### src/common/tile_pkg.sv
package tile_pkg;

   // tile coordinate widths
   localparam int X_CORD_W = 4;
   localparam int Y_CORD_W = 4;

   // word and byte address widths
   localparam int DATA_W = 32;
   localparam int ADDR_W = 32;
   localparam int MASK_W = DATA_W / 8;

   // operation carried by a request packet
   typedef enum logic [1:0] {
      OP_STORE    = 2'd0,
      OP_FREEZE   = 2'd1,
      OP_UNFREEZE = 2'd2,
      OP_UNKNOWN  = 2'd3
   } pkt_op_e;

   // request packet as it arrives from the mesh
   typedef struct packed {
      pkt_op_e             op;
      logic [MASK_W-1:0]   mask;
      logic [ADDR_W-1:0]   addr;
      logic [DATA_W-1:0]   data;
      logic [X_CORD_W-1:0] from_x;
      logic [Y_CORD_W-1:0] from_y;
      logic [X_CORD_W-1:0] x_cord;
      logic [Y_CORD_W-1:0] y_cord;
   } net_pkt_s;

   // return packet goes back to the sender of the store
   typedef struct packed {
      logic [Y_CORD_W-1:0] y_cord;
      logic [X_CORD_W-1:0] x_cord;
   } ret_pkt_s;

   // one word access into the banked memory
   // shared by the remote store path and the local port
   typedef struct packed {
      logic              we;
      logic [ADDR_W-3:0] addr;
      logic [DATA_W-1:0] data;
      logic [MASK_W-1:0] mask;
   } mem_req_s;

endpackage

### src/remote_req_unit.sv
`timescale 1ns/1ps

module remote_req_unit (
   input  logic                clk_i,
   input  logic                reset_i,

   // fifo head
   input  logic                head_v_i,
   input  tile_pkg::net_pkt_s  head_pkt_i,
   output logic                head_yumi_o,

   // remote store towards the banked memory
   output logic                rs_v_o,
   output tile_pkg::mem_req_s  rs_req_o,
   input  logic                rs_grant_i,

   // return network
   output logic                ret_v_o,
   output tile_pkg::ret_pkt_s  ret_pkt_o,
   input  logic                ret_ready_i,

   output logic                freeze_o
);

   logic is_store;
   logic is_freeze;
   logic is_unfreeze;
   logic is_unknown;
   logic store_done;
   logic freeze_r;

   // sort the head packet by op
   always_comb
   begin
      is_store    = 1'b0;
      is_freeze   = 1'b0;
      is_unfreeze = 1'b0;
      is_unknown  = 1'b0;
      if (head_v_i)
      begin
         case (head_pkt_i.op)
            tile_pkg::OP_STORE:    is_store    = 1'b1;
            tile_pkg::OP_FREEZE:   is_freeze   = 1'b1;
            tile_pkg::OP_UNFREEZE: is_unfreeze = 1'b1;
            default:               is_unknown  = 1'b1;
         endcase
      end
   end

   // a store only asks for the memory when its return packet can go out
   assign rs_v_o        = is_store & ret_ready_i;
   assign rs_req_o.we   = 1'b1;
   // byte address down to word address
   assign rs_req_o.addr = head_pkt_i.addr[tile_pkg::ADDR_W-1:2];
   assign rs_req_o.data = head_pkt_i.data;
   assign rs_req_o.mask = head_pkt_i.mask;

   assign store_done = rs_v_o & rs_grant_i;

   // control packets and unknown ops never wait
   assign head_yumi_o = store_done | is_freeze | is_unfreeze | is_unknown;

   // one return packet per committed store
   assign ret_v_o          = store_done;
   assign ret_pkt_o.y_cord = head_pkt_i.from_y;
   assign ret_pkt_o.x_cord = head_pkt_i.from_x;

   // tile comes out of reset frozen
   always_ff @(posedge clk_i)
   begin
      if (reset_i)
      begin
         freeze_r <= 1'b1;
      end
      else if (is_freeze)
      begin
         freeze_r <= 1'b1;
      end
      else if (is_unfreeze)
      begin
         freeze_r <= 1'b0;
      end
   end

   assign freeze_o = freeze_r;

endmodule

### config.mk
export PLATFORM = sky130hd
export DESIGN_NAME = remote_req_unit
export DESIGN_NICKNAME = d
export VERILOG_FILES = /design/src/common/tile_pkg.sv /design/src/remote_req_unit.sv
export SDC_FILE = /design/constraint.sdc
export NUM_CORES = 1
export LEC_CHECK = 0
export BUFFER_PORTS_ARGS = -buffer_cell sky130_fd_sc_hd__buf_2
export CAP_MARGIN = 20
export CORE_AREA = 2 2 65 67
export CTS_CLUSTER_DIAMETER = 30
export DETAILED_ROUTE_END_ITERATION = 12
export DIE_AREA = 0 0 67 69
export GPL_ROUTABILITY_DRIVEN = 0
export PLACE_DENSITY = 0.67
export SYNTH_ARGS = -nofsm -noshare
export SYNTH_HDL_FRONTEND = slang
export SYNTH_SLANG_ARGS = --single-unit
### constraint.sdc
create_clock -name clk_i -period 1.5 [get_ports clk_i]
set_clock_uncertainty 0.05 [all_clocks]
set_input_delay 0.3 -clock clk_i [delete_from_list [all_inputs] [get_ports clk_i]]
set_output_delay 0.3 -clock clk_i [all_outputs]
set_load 0.02 [all_outputs]
==> results.sh <==
export IMPL_reg2reg_from="freeze_o$_SDFFE_PP1P_"
export IMPL_leakage_uw=0.00007942
export IMPL_holdCritPathClass="register to register"
export IMPL_r2r_end="freeze_o$_SDFFE_PP1P_"
export IMPL_cp_required_ns=1.15
export IMPL_min_delay_start="freeze_o$_SDFFE_PP1P_"
export IMPL_synthesis_area_um2=644.4
export IMPL_core_area_um2=3914
export IMPL_place_detailed_hpwl_um=760.2
export IMPL_ys_seq_area_share_pct=3.107
export IMPL_final_setup_tns_ns=0
export IMPL_layout_drive_gt1_share_pct=50.00
export IMPL_cap_viol_max_count=0
export IMPL_synth_fp_nets=178
export IMPL_nets=115
export IMPL_insertion_delay_ns=0
export IMPL_path_clk_slew_ns=0
export IMPL_synth_seq_cells=1
export IMPL_crit_path_top_delay_cell="nor4_2"
export IMPL_status="finished, final reports clean"
export IMPL_path_max_fanout=3
export IMPL_die_h_um=69
export IMPL_cts_setup_buffers=0
export IMPL_min_period_ns=1.203
export IMPL_drt_total_wl_um=905
export IMPL_grt_max_degree=5
export IMPL_arrival_ns=0.85
export IMPL_worstSetupPathType="input port to output port"
export IMPL_final_hold_viol_count=0
export IMPL_crit_chain="buf_2, nor4_2, buf_2"
export IMPL_antenna_found_initial=0
export IMPL_first_iter_violations=2
export IMPL_finalPower_uw=64.45
export IMPL_reg2reg_depth=2
export IMPL_worst_path_most_repeated_cell="buf_2"
export IMPL_synth_cells=87
export IMPL_setup_violations=0
export IMPL_diodes=0
export IMPL_ir_drop_v=0.00003680
export IMPL_grt_use_total_pct=3.140
export IMPL_synth_avg_cell_area_um2=7.407
export IMPL_cp_top_family="buffers and inverters"
export IMPL_ctsResizeCount=0
export IMPL_ys_warn_count=0
export IMPL_drtPass1Iterations=2
export IMPL_cts_hold_buf=0
export IMPL_worst_setup_path_end_kind="output port"
export IMPL_crit_path_max_incr_delay_ns=0.24
export IMPL_drtAntennaViolNets=0
export IMPL_largest_register_ffs=1
export IMPL_top_level_ports=170
export IMPL_grt_pass1_wl_um=1131
export IMPL_synth_cell_types=12
export IMPL_via_count=227
export IMPL_start_util_pct=16.46
export IMPL_critPathBufInv=2
export IMPL_std_cell_rows=23
export IMPL_die_area_um2=4623
export IMPL_port_buffers=10
export IMPL_rsz0062_at_grt="no"
export IMPL_grt_pass1_vias=236
export IMPL_min_to="freeze_o$_SDFFE_PP1P_"
export IMPL_startpoint_type="input port"
export IMPL_gr_total_overflow=0
export IMPL_fmax_ghz=0.8311
export IMPL_fin_crit_sh_pct=80.21
export IMPL_slew_viol_final=0
export IMPL_die_x_um=67
export IMPL_wl_per_cell_um=12.57
export IMPL_syn_to_final_growth_pct=-69.90
export IMPL_holdPathStages=2
export IMPL_vias_per_cell=3.153
export IMPL_p_per_area_nw_per_um2=332.3
export IMPL_startpoint="head_pkt_i[85]"
export IMPL_drc=0
export IMPL_r2r_setup_slack_ns=0.79
[through the flow]
| stage | area [µm²] | worst slack, ns | instances | hold slack (ns) | util, % |
|---|---|---|---|---|---|
| floorplan | 644.4 | 0.3451 | 87 | 0.3578 | - |
| global placement | 193.9 | 0.2882 | 72 | 0.4693 | 4.955 |
| detailed placement | 193.9 | 0.2917 | 72 | 0.4867 | 4.955 |
| CTS | 193.9 | 0.2911 | 72 | 0.4909 | 4.955 |
| global route | 193.9 | 0.2333 | 72 | 0.5309 | 4.955 |
| finish | 193.9 | 0.2968 | 72 | 0.4784 | 4.955 |
[synthesized netlist by cell type (all sizes together)]
cell	count	share of area, %
conb	1	0.58
a31oi	1	0.97
a211oi	1	1.2
nor4	1	1.9
nor2	1	0.58
a21oi	1	0.78
buf	75	87
dfxtp	1	3.1
inv	2	1.2
and3	1	0.97
nand2	1	0.58
o21ai	1	0.78
[report_power, final]
part | leakage [µW] | internal (µW) | total [µW] | switching, µW
Clock | 0 | 0 | 0 | 0
Combinational | 0.0000712 | 13.1 | 33.8 | 20.8
Sequential | 0.00000826 | 29.3 | 30.6 | 1.29
[per-layer routing]
metal	share of wire [%]	vias up	track usage [%]	wire, µm
met3	35	32	3.752	321
li1	-	61	-	-
met2	33	50	3.740	295
met4	19	0	7.937	174
met1	12	84	0.3945	113
met5	0	-	0	0
[cell families after synthesis]
logic type             share of synthesized area (%)
AO/OA/AOI/OAI                                  3.689
flip-flops                                     3.107
buffers and inverters                          88.54
other                                         0.5820
AND/OR/NAND/NOR                                4.077
[layout by cell type, fill, tap and decap left out]
cell type,count
inv_1,2
nor4_2,1
and3_1,1
nand2_1,1
a21oi_1,1
buf_2,10
o21ai_1,1
conb_1,1
nor2_1,1
dfxtp_1,1
a211oi_1,1
a31oi_1,1
[how the worst max path moves through the flow]
stage / endpoint / slack, ns / cells past startpoint
2_1_floorplan: ret_v_o / 0.35 / 2
3_3_place_gp: rs_v_o / 0.29 / 4
3_5_place_dp: ret_v_o / 0.29 / 3
4_1_cts: ret_v_o / 0.29 / 3
5_1_grt: ret_v_o / 0.23 / 4
6_report: ret_v_o / 0.30 / 3
[final cells by class]
class                      count  area, µm²
fill                         481       3720
tap                           50      62.56
multi-input combinational      9      53.80
timing repair buffer          10      50.05
sequential                     1      20.02
inverter                       2      7.507
[tightest hold or removal path: cells and delay by family (launching register included)]
kind               cells  cell delay (ns)
DFF                    1             0.29
AOI/OAI and AO/OA      2             0.17
No activity file was read; power rests on OpenSTA's default activity.
