$ cat src/common/tile_pkg.sv
package tile_pkg;

   // tile coordinate widths
   localparam int X_CORD_W = 4;
   localparam int Y_CORD_W = 4;

   // word and byte address widths
   localparam int DATA_W = 32;
   localparam int ADDR_W = 32;
   localparam int MASK_W = DATA_W / 8;

   // operation carried by a request packet
   typedef enum logic [1:0] {
      OP_STORE    = 2'd0,
      OP_FREEZE   = 2'd1,
      OP_UNFREEZE = 2'd2,
      OP_UNKNOWN  = 2'd3
   } pkt_op_e;

   // request packet as it arrives from the mesh
   typedef struct packed {
      pkt_op_e             op;
      logic [MASK_W-1:0]   mask;
      logic [ADDR_W-1:0]   addr;
      logic [DATA_W-1:0]   data;
      logic [X_CORD_W-1:0] from_x;
      logic [Y_CORD_W-1:0] from_y;
      logic [X_CORD_W-1:0] x_cord;
      logic [Y_CORD_W-1:0] y_cord;
   } net_pkt_s;

   // return packet goes back to the sender of the store
   typedef struct packed {
      logic [Y_CORD_W-1:0] y_cord;
      logic [X_CORD_W-1:0] x_cord;
   } ret_pkt_s;

   // one word access into the banked memory
   // shared by the remote store path and the local port
   typedef struct packed {
      logic              we;
      logic [ADDR_W-3:0] addr;
      logic [DATA_W-1:0] data;
      logic [MASK_W-1:0] mask;
   } mem_req_s;

endpackage

$ cat src/recv_fifo.sv
`timescale 1ns/1ps

module recv_fifo #(
   parameter int DEPTH = 4
) (
   input  logic                clk_i,
   input  logic                reset_i,

   // network side
   input  logic                v_i,
   input  tile_pkg::net_pkt_s  pkt_i,
   output logic                ready_o,

   // head of queue towards the request unit
   output logic                head_v_o,
   output tile_pkg::net_pkt_s  head_pkt_o,
   input  logic                head_yumi_i
);

   localparam int PTR_W = (DEPTH > 1) ? $clog2(DEPTH) : 1;
   localparam int CNT_W = $clog2(DEPTH + 1);

   // packet storage
   tile_pkg::net_pkt_s buf_q [DEPTH];

   logic [PTR_W-1:0] wr_ptr_r;
   logic [PTR_W-1:0] rd_ptr_r;
   logic [CNT_W-1:0] count_r;
   logic             enq;
   logic             deq;

   assign ready_o    = (count_r != CNT_W'(DEPTH));
   assign head_v_o   = (count_r != '0);
   assign head_pkt_o = buf_q[rd_ptr_r];

   assign enq = v_i & ready_o;
   assign deq = head_yumi_i & head_v_o;

   always_ff @(posedge clk_i)
   begin
      if (enq)
      begin
         buf_q[wr_ptr_r] <= pkt_i;
      end
   end

   // pointers wrap at DEPTH so odd depths work too
   always_ff @(posedge clk_i)
   begin
      if (reset_i)
      begin
         wr_ptr_r <= '0;
         rd_ptr_r <= '0;
         count_r  <= '0;
      end
      else
      begin
         if (enq)
            wr_ptr_r <= (wr_ptr_r == PTR_W'(DEPTH - 1)) ? '0 : wr_ptr_r + 1'b1;
         if (deq)
            rd_ptr_r <= (rd_ptr_r == PTR_W'(DEPTH - 1)) ? '0 : rd_ptr_r + 1'b1;
         // simultaneous enq and deq leaves the count alone
         if (enq & ~deq)
            count_r <= count_r + 1'b1;
         else if (deq & ~enq)
            count_r <= count_r - 1'b1;
      end
   end

endmodule

$ cat config.mk
export PLATFORM = sky130hd
export DESIGN_NAME = recv_fifo
export DESIGN_NICKNAME = d
export VERILOG_FILES = /design/src/common/tile_pkg.sv /design/src/recv_fifo.sv
export SDC_FILE = /design/constraint.sdc
export NUM_CORES = 1
export LEC_CHECK = 0
export ABC_AREA = 1
export BUFFER_PORTS_ARGS = -buffer_cell sky130_fd_sc_hd__clkbuf_2
export CORE_AREA = 2 2 153 155
export CTS_BUF_LIST = sky130_fd_sc_hd__clkbuf_2
export CTS_CLUSTER_DIAMETER = 60
export DETAILED_ROUTE_END_ITERATION = 8
export DIE_AREA = 0 0 155 157
export GPL_ROUTABILITY_DRIVEN = 0
export PLACE_DENSITY = 0.89
export SLEW_MARGIN = 0
export SYNTH_ARGS = -nofsm -noshare
export SYNTH_HDL_FRONTEND = slang
export SYNTH_SLANG_ARGS = --single-unit
$ cat constraint.sdc
create_clock -name clk_i -period 6 [get_ports clk_i]
set_clock_uncertainty 0.1 [all_clocks]
set_input_delay 0.3 -clock clk_i [delete_from_list [all_inputs] [get_ports clk_i]]
set_output_delay 0.3 -clock clk_i [all_outputs]
set_load 0.05 [all_outputs]
==> impl_results.html <==
<table>
<tr><th>Metric</th><th>Value</th></tr>
<tr><th colspan="2">Worst setup path</th></tr>
<tr><td>Kind of critical path</td><td>register to output pin</td></tr>
<tr><td>Worst setup EP type</td><td>output pin</td></tr>
<tr><td>Buffers and inverters on the worst path</td><td>2</td></tr>
<tr><td>Maximum fanout along the worst path</td><td>87</td></tr>
<tr><td>Cells on worst reg2reg path</td><td>5</td></tr>
<tr><td>Dominant delay contributor by cell family on the critical path</td><td>buffers and inverters</td></tr>
<tr><td>Startpoint class of the critical path</td><td>register</td></tr>
<tr><td>Reg-to-reg critical path startpoint</td><td>count_r[0]$_SDFFE_PP0P_</td></tr>
<tr><td>Longest individual stage delay on the worst path</td><td>940 ps</td></tr>
<tr><td>Arrival time reported for the critical path endpoint</td><td>3520 ps</td></tr>
<tr><td>Required time reported for the critical path endpoint</td><td>5600 ps</td></tr>
<tr><td>Slowest cell on the critical path</td><td>sky130_fd_sc_hd__dfxtp_4</td></tr>
<tr><td>Logic depth of the worst setup path including buffers</td><td>4</td></tr>
<tr><td>Flop-to-flop setup slack</td><td>2870 ps</td></tr>
<tr><td>Capture point of the worst reg-to-reg path</td><td>buf_q[1][68]$_DFFE_PP_</td></tr>
<tr><td>Critical Path, Cell by Cell</td><td>buf_4 &gt; o21ai_0 &gt; o22ai_1 &gt; clkbuf_2</td></tr>
<tr><th colspan="2">Routing</th></tr>
<tr><td>Routed Wire Length</td><td>29600 µm</td></tr>
<tr><td>Routed WL per cell</td><td>19.1 µm</td></tr>
<tr><td>Number of design-rule violations left by the first detailed-router iteration</td><td>1012</td></tr>
<tr><td>DRC Markers</td><td>0</td></tr>
<tr><td>Number of vias per cell after detailed routing</td><td>5.65</td></tr>
<tr><td>Count of nets left with antenna violations after detail routing</td><td>0</td></tr>
<tr><td>Vias</td><td>8756</td></tr>
<tr><td>Drt pass-1 iters</td><td>5</td></tr>
<tr><th colspan="2">Timing</th></tr>
<tr><td>Period minus WS final</td><td>3920 ps</td></tr>
<tr><td>Hold Slack</td><td>97.3 ps</td></tr>
<tr><td>Max transition margin</td><td>21.2%</td></tr>
<tr><td>Post-route setup TNS</td><td>0 ps</td></tr>
<tr><td>Number of setup violations in the final report</td><td>0</td></tr>
<tr><td>Unrepaired setup endpoints after global routing</td><td>false</td></tr>
<tr><td>Fmax</td><td>255 MHz</td></tr>
<tr><td>Max-slew violations</td><td>0</td></tr>
<tr><td>Post-route clock period utilization</td><td>65.4%</td></tr>
<tr><td>Number of hold violations in the final report</td><td>0</td></tr>
<tr><td>Transition time at the pin with the least slew margin</td><td>1180 ps</td></tr>
<tr><th colspan="2">Synth</th></tr>
<tr><td>Library cell with the largest summed area after synthesis</td><td>sky130_fd_sc_hd__edfxtp_1</td></tr>
<tr><td>Mean instance size in the synthesized netlist</td><td>14.7 µm²</td></tr>
<tr><td>Syn Inst Count</td><td>900</td></tr>
<tr><td>Post-synthesis instance area</td><td>13200 µm²</td></tr>
<tr><td>Ranking of synthesized cells by area</td><td>sky130_fd_sc_hd__edfxtp_1 (78%), sky130_fd_sc_hd__o21ai_0 (6.1%), sky130_fd_sc_hd__nor2_1 (5.3%)</td></tr>
<tr><td>Flip-flop and latch count after synthesis</td><td>353</td></tr>
<tr><td>Register area share after synthesis</td><td>79.5%</td></tr>
<tr><td>Net count after synthesis</td><td>997</td></tr>
<tr><td>Number of unique standard cell types used by synthesis</td><td>23</td></tr>
<tr><td>Number of warnings issued by yosys</td><td>0</td></tr>
<tr><td>Fraction of post-synthesis cell area in the top cell type by area</td><td>78.1%</td></tr>
<tr><th colspan="2">Global route</th></tr>
<tr><td>Number of antenna violations at the first check in global routing</td><td>3</td></tr>
<tr><td>GRT Residual Overflow</td><td>0</td></tr>
<tr><td>Total track usage</td><td>24.2%</td></tr>
<tr><td>Largest net degree at the start of global routing</td><td>173</td></tr>
<tr><td>Number of global-route vias before repair</td><td>8739</td></tr>
<tr><td>Global-route wire length before repair</td><td>45100 µm</td></tr>
<tr><th colspan="2">Clock tree</th></tr>
<tr><td>CTS max path bufs</td><td>3</td></tr>
<tr><td>Skew-Pair Late Insertion Delay</td><td>860 ps</td></tr>
<tr><td>Root cell of the clock tree</td><td>sky130_fd_sc_hd__clkbuf_2</td></tr>
<tr><td>Post-cts resize count</td><td>0</td></tr>
<tr><td>Clock edge transition at the registers on the reported setup and hold paths</td><td>120 ps</td></tr>
<tr><td>Inserted Clock Buffers</td><td>82</td></tr>
<tr><td>Clock tree from TritonCTS</td><td>built</td></tr>
<tr><td>H-tree depth</td><td>3</td></tr>
<tr><td>Clock Sink Count</td><td>353</td></tr>
<tr><th colspan="2">Placed design</th></tr>
<tr><td>PortBufs</td><td>177</td></tr>
<tr><td>Post-detail-place hpwl</td><td>15900 µm</td></tr>
<tr><th colspan="2">Die</th></tr>
<tr><td>Starting utilization of the core area</td><td>58.7%</td></tr>
<tr><td>Cell Rows</td><td>55</td></tr>
<tr><td>Full die area</td><td>24300 µm²</td></tr>
<tr><td>Number of ports placed on the die boundary</td><td>178</td></tr>
<tr><td>Height of the chip</td><td>157 µm</td></tr>
<tr><td>Core footprint</td><td>22500 µm²</td></tr>
<tr><td>Die extent in x</td><td>155 µm</td></tr>
<tr><th colspan="2">Layout</th></tr>
<tr><td>Final layout net count</td><td>1301</td></tr>
<tr><td>Leading cell type in the layout, fill and taps excluded</td><td>sky130_fd_sc_hd__edfxtp_1</td></tr>
<tr><td>Most used cells in the layout excluding fill and tap cells</td><td>sky130_fd_sc_hd__edfxtp_1 (344), sky130_fd_sc_hd__clkbuf_2 (296), sky130_fd_sc_hd__nor2_1 (183), sky130_fd_sc_hd__o21ai_0 (162), sky130_fd_sc_hd__dlygate4sd3_1 (90)</td></tr>
<tr><td>Growth of design area from synthesis to finish</td><td>20.0%</td></tr>
<tr><td>Share of final-layout standard cells stronger than drive strength 1</td><td>25.3%</td></tr>
<tr><th colspan="2">Min path</th></tr>
<tr><td>Worst hold-check path type</td><td>input pin to register</td></tr>
<tr><td>Hold Path End</td><td>buf_q[1][5]$_DFFE_PP_</td></tr>
<tr><td>Hold path startpoint</td><td>pkt_i[5]</td></tr>
<tr><td>Worst Hold Path Cells</td><td>2</td></tr>
<tr><th colspan="2">Pwr</th></tr>
<tr><td>Power density over cell area</td><td>479 nW/µm²</td></tr>
<tr><td>Highest ir drop seen on vdd</td><td>0.581 mV</td></tr>
<tr><td>Leakage Power</td><td>5.83 nW</td></tr>
<tr><th colspan="2">Run status</th></tr>
<tr><td>Outcome</td><td>finished, final reports clean</td></tr>
<tr><th colspan="2">Job</th></tr>
<tr><td>Max-cap check violation count</td><td>0</td></tr>
</table>
-- synthesized netlist by cell type --
library cell	instances
sky130_fd_sc_hd__a21oi_1	3
sky130_fd_sc_hd__buf_2	18
sky130_fd_sc_hd__buf_4	1
sky130_fd_sc_hd__buf_6	11
sky130_fd_sc_hd__buf_8	1
sky130_fd_sc_hd__clkbuf_1	17
sky130_fd_sc_hd__clkbuf_2	7
sky130_fd_sc_hd__dfxtp_1	9
sky130_fd_sc_hd__edfxtp_1	344
sky130_fd_sc_hd__fa_1	1
sky130_fd_sc_hd__ha_1	6
sky130_fd_sc_hd__inv_1	14
sky130_fd_sc_hd__inv_2	1
sky130_fd_sc_hd__inv_6	1
sky130_fd_sc_hd__nand2_1	14
sky130_fd_sc_hd__nand3_1	2
sky130_fd_sc_hd__nand3b_1	2
sky130_fd_sc_hd__nand4_1	1
sky130_fd_sc_hd__nor2_1	187
sky130_fd_sc_hd__o21ai_0	162
sky130_fd_sc_hd__o21ai_1	11
sky130_fd_sc_hd__o22ai_1	86
sky130_fd_sc_hd__xor2_1	1
-- worst max-delay path by stage --
stage	startpoint	to	slack [ps]
floorplan	count_r[0]$_SDFFE_PP0P_	buf_q[0][0]$_DFFE_PP_	670
global placement	count_r[0]$_SDFFE_PP0P_	buf_q[1][11]$_DFFE_PP_	2980
detailed placement	count_r[0]$_SDFFE_PP0P_	buf_q[1][11]$_DFFE_PP_	2910
CTS	register	head_pkt_o[68]	2070
global route	register	head_pkt_o[68]	1810
finish	register	head_pkt_o[28]	2080
-- per-stage QoR --
stage | utilization (%) | worst slack (ps) | std cells | power [mW] | area, µm²
6_report | 70.5 | 2080 | 1550 | 7.59 | 15900
5_1_grt | 70.5 | 1810 | 1549 | 7.95 | 15900
4_1_cts | 70.4 | 2070 | 1547 | 7.59 | 15800
3_5_place_dp | 63.3 | 2910 | 1315 | 6.10 | 14200
3_3_place_gp | 63.3 | 2980 | 1315 | 6.03 | 14200
2_1_floorplan | - | 671 | 900 | 5.42 | 13200
-- cell type report --
| class | count | area (µm²) |
|---|---|---|
| clock inverters | 23 | 119 |
| fillers | 1462 | 6650 |
| inverters | 16 | 65.1 |
| well taps | 285 | 357 |
| clock buffers | 119 | 596 |
| repair buffers | 275 | 1860 |
| flip-flops and latches | 353 | 10500 |
| multi-input cells | 476 | 2340 |
| diodes | 3 | 7.51 |
-- worst reg2reg max path, stage by stage (launching register included) --
cell,delay (ps)
sky130_fd_sc_hd__dfxtp_1,410
sky130_fd_sc_hd__nor2_1,80
sky130_fd_sc_hd__nand2_1,150
sky130_fd_sc_hd__nand2_1,280
sky130_fd_sc_hd__nor2_4,860
sky130_fd_sc_hd__buf_4,790
-- per-layer routing --
layer  part of all wire, %  vias to the layer above  GRT usage (%)
met1                    38                     4225           30.0
met5                     0                        -              0
met2                    50                      429           40.0
li1                      -                     4042              -
met3                   9.3                       60           7.38
met4                   2.4                        0           10.3
-- state kept, by name (all words and copies together), names as in the netlist, named ones only --
register	count
buf_q	344
count_r	3
rd_ptr_r	2
wr_ptr_r	2
-- power breakdown --
| group | total, mW | leakage [nW] | internal [mW] | switching (mW) |
|---|---|---|---|---|
| Combinational | 2.99 | 2.04 | 0.622 | 2.37 |
| Clock | 1.47 | 0.554 | 0.570 | 0.903 |
| Sequential | 3.13 | 3.23 | 3.00 | 0.123 |
| Total | 7.59 | 5.83 | 4.19 | 3.39 |
-- logic make-up after synthesis --
kind of cell               Yosys count  synth area share [%]
DFF                                353                  79.5
AOI/OAI and AO/OA                  262                  10.7
and+or+nand+nor                    206                  5.94
buffers and inverters               71                  3.03
adders and majority gates            7                 0.719
xor gates and xnor gates             1                0.0663
-- what timing repair did --
action	in CTS	in global routing
setup endpoints to repair	0	0
hold buffers	90	0
hold endpoints to repair	353	0
setup buffers	0	0
No activity file was read; power rests on OpenSTA's default activity.
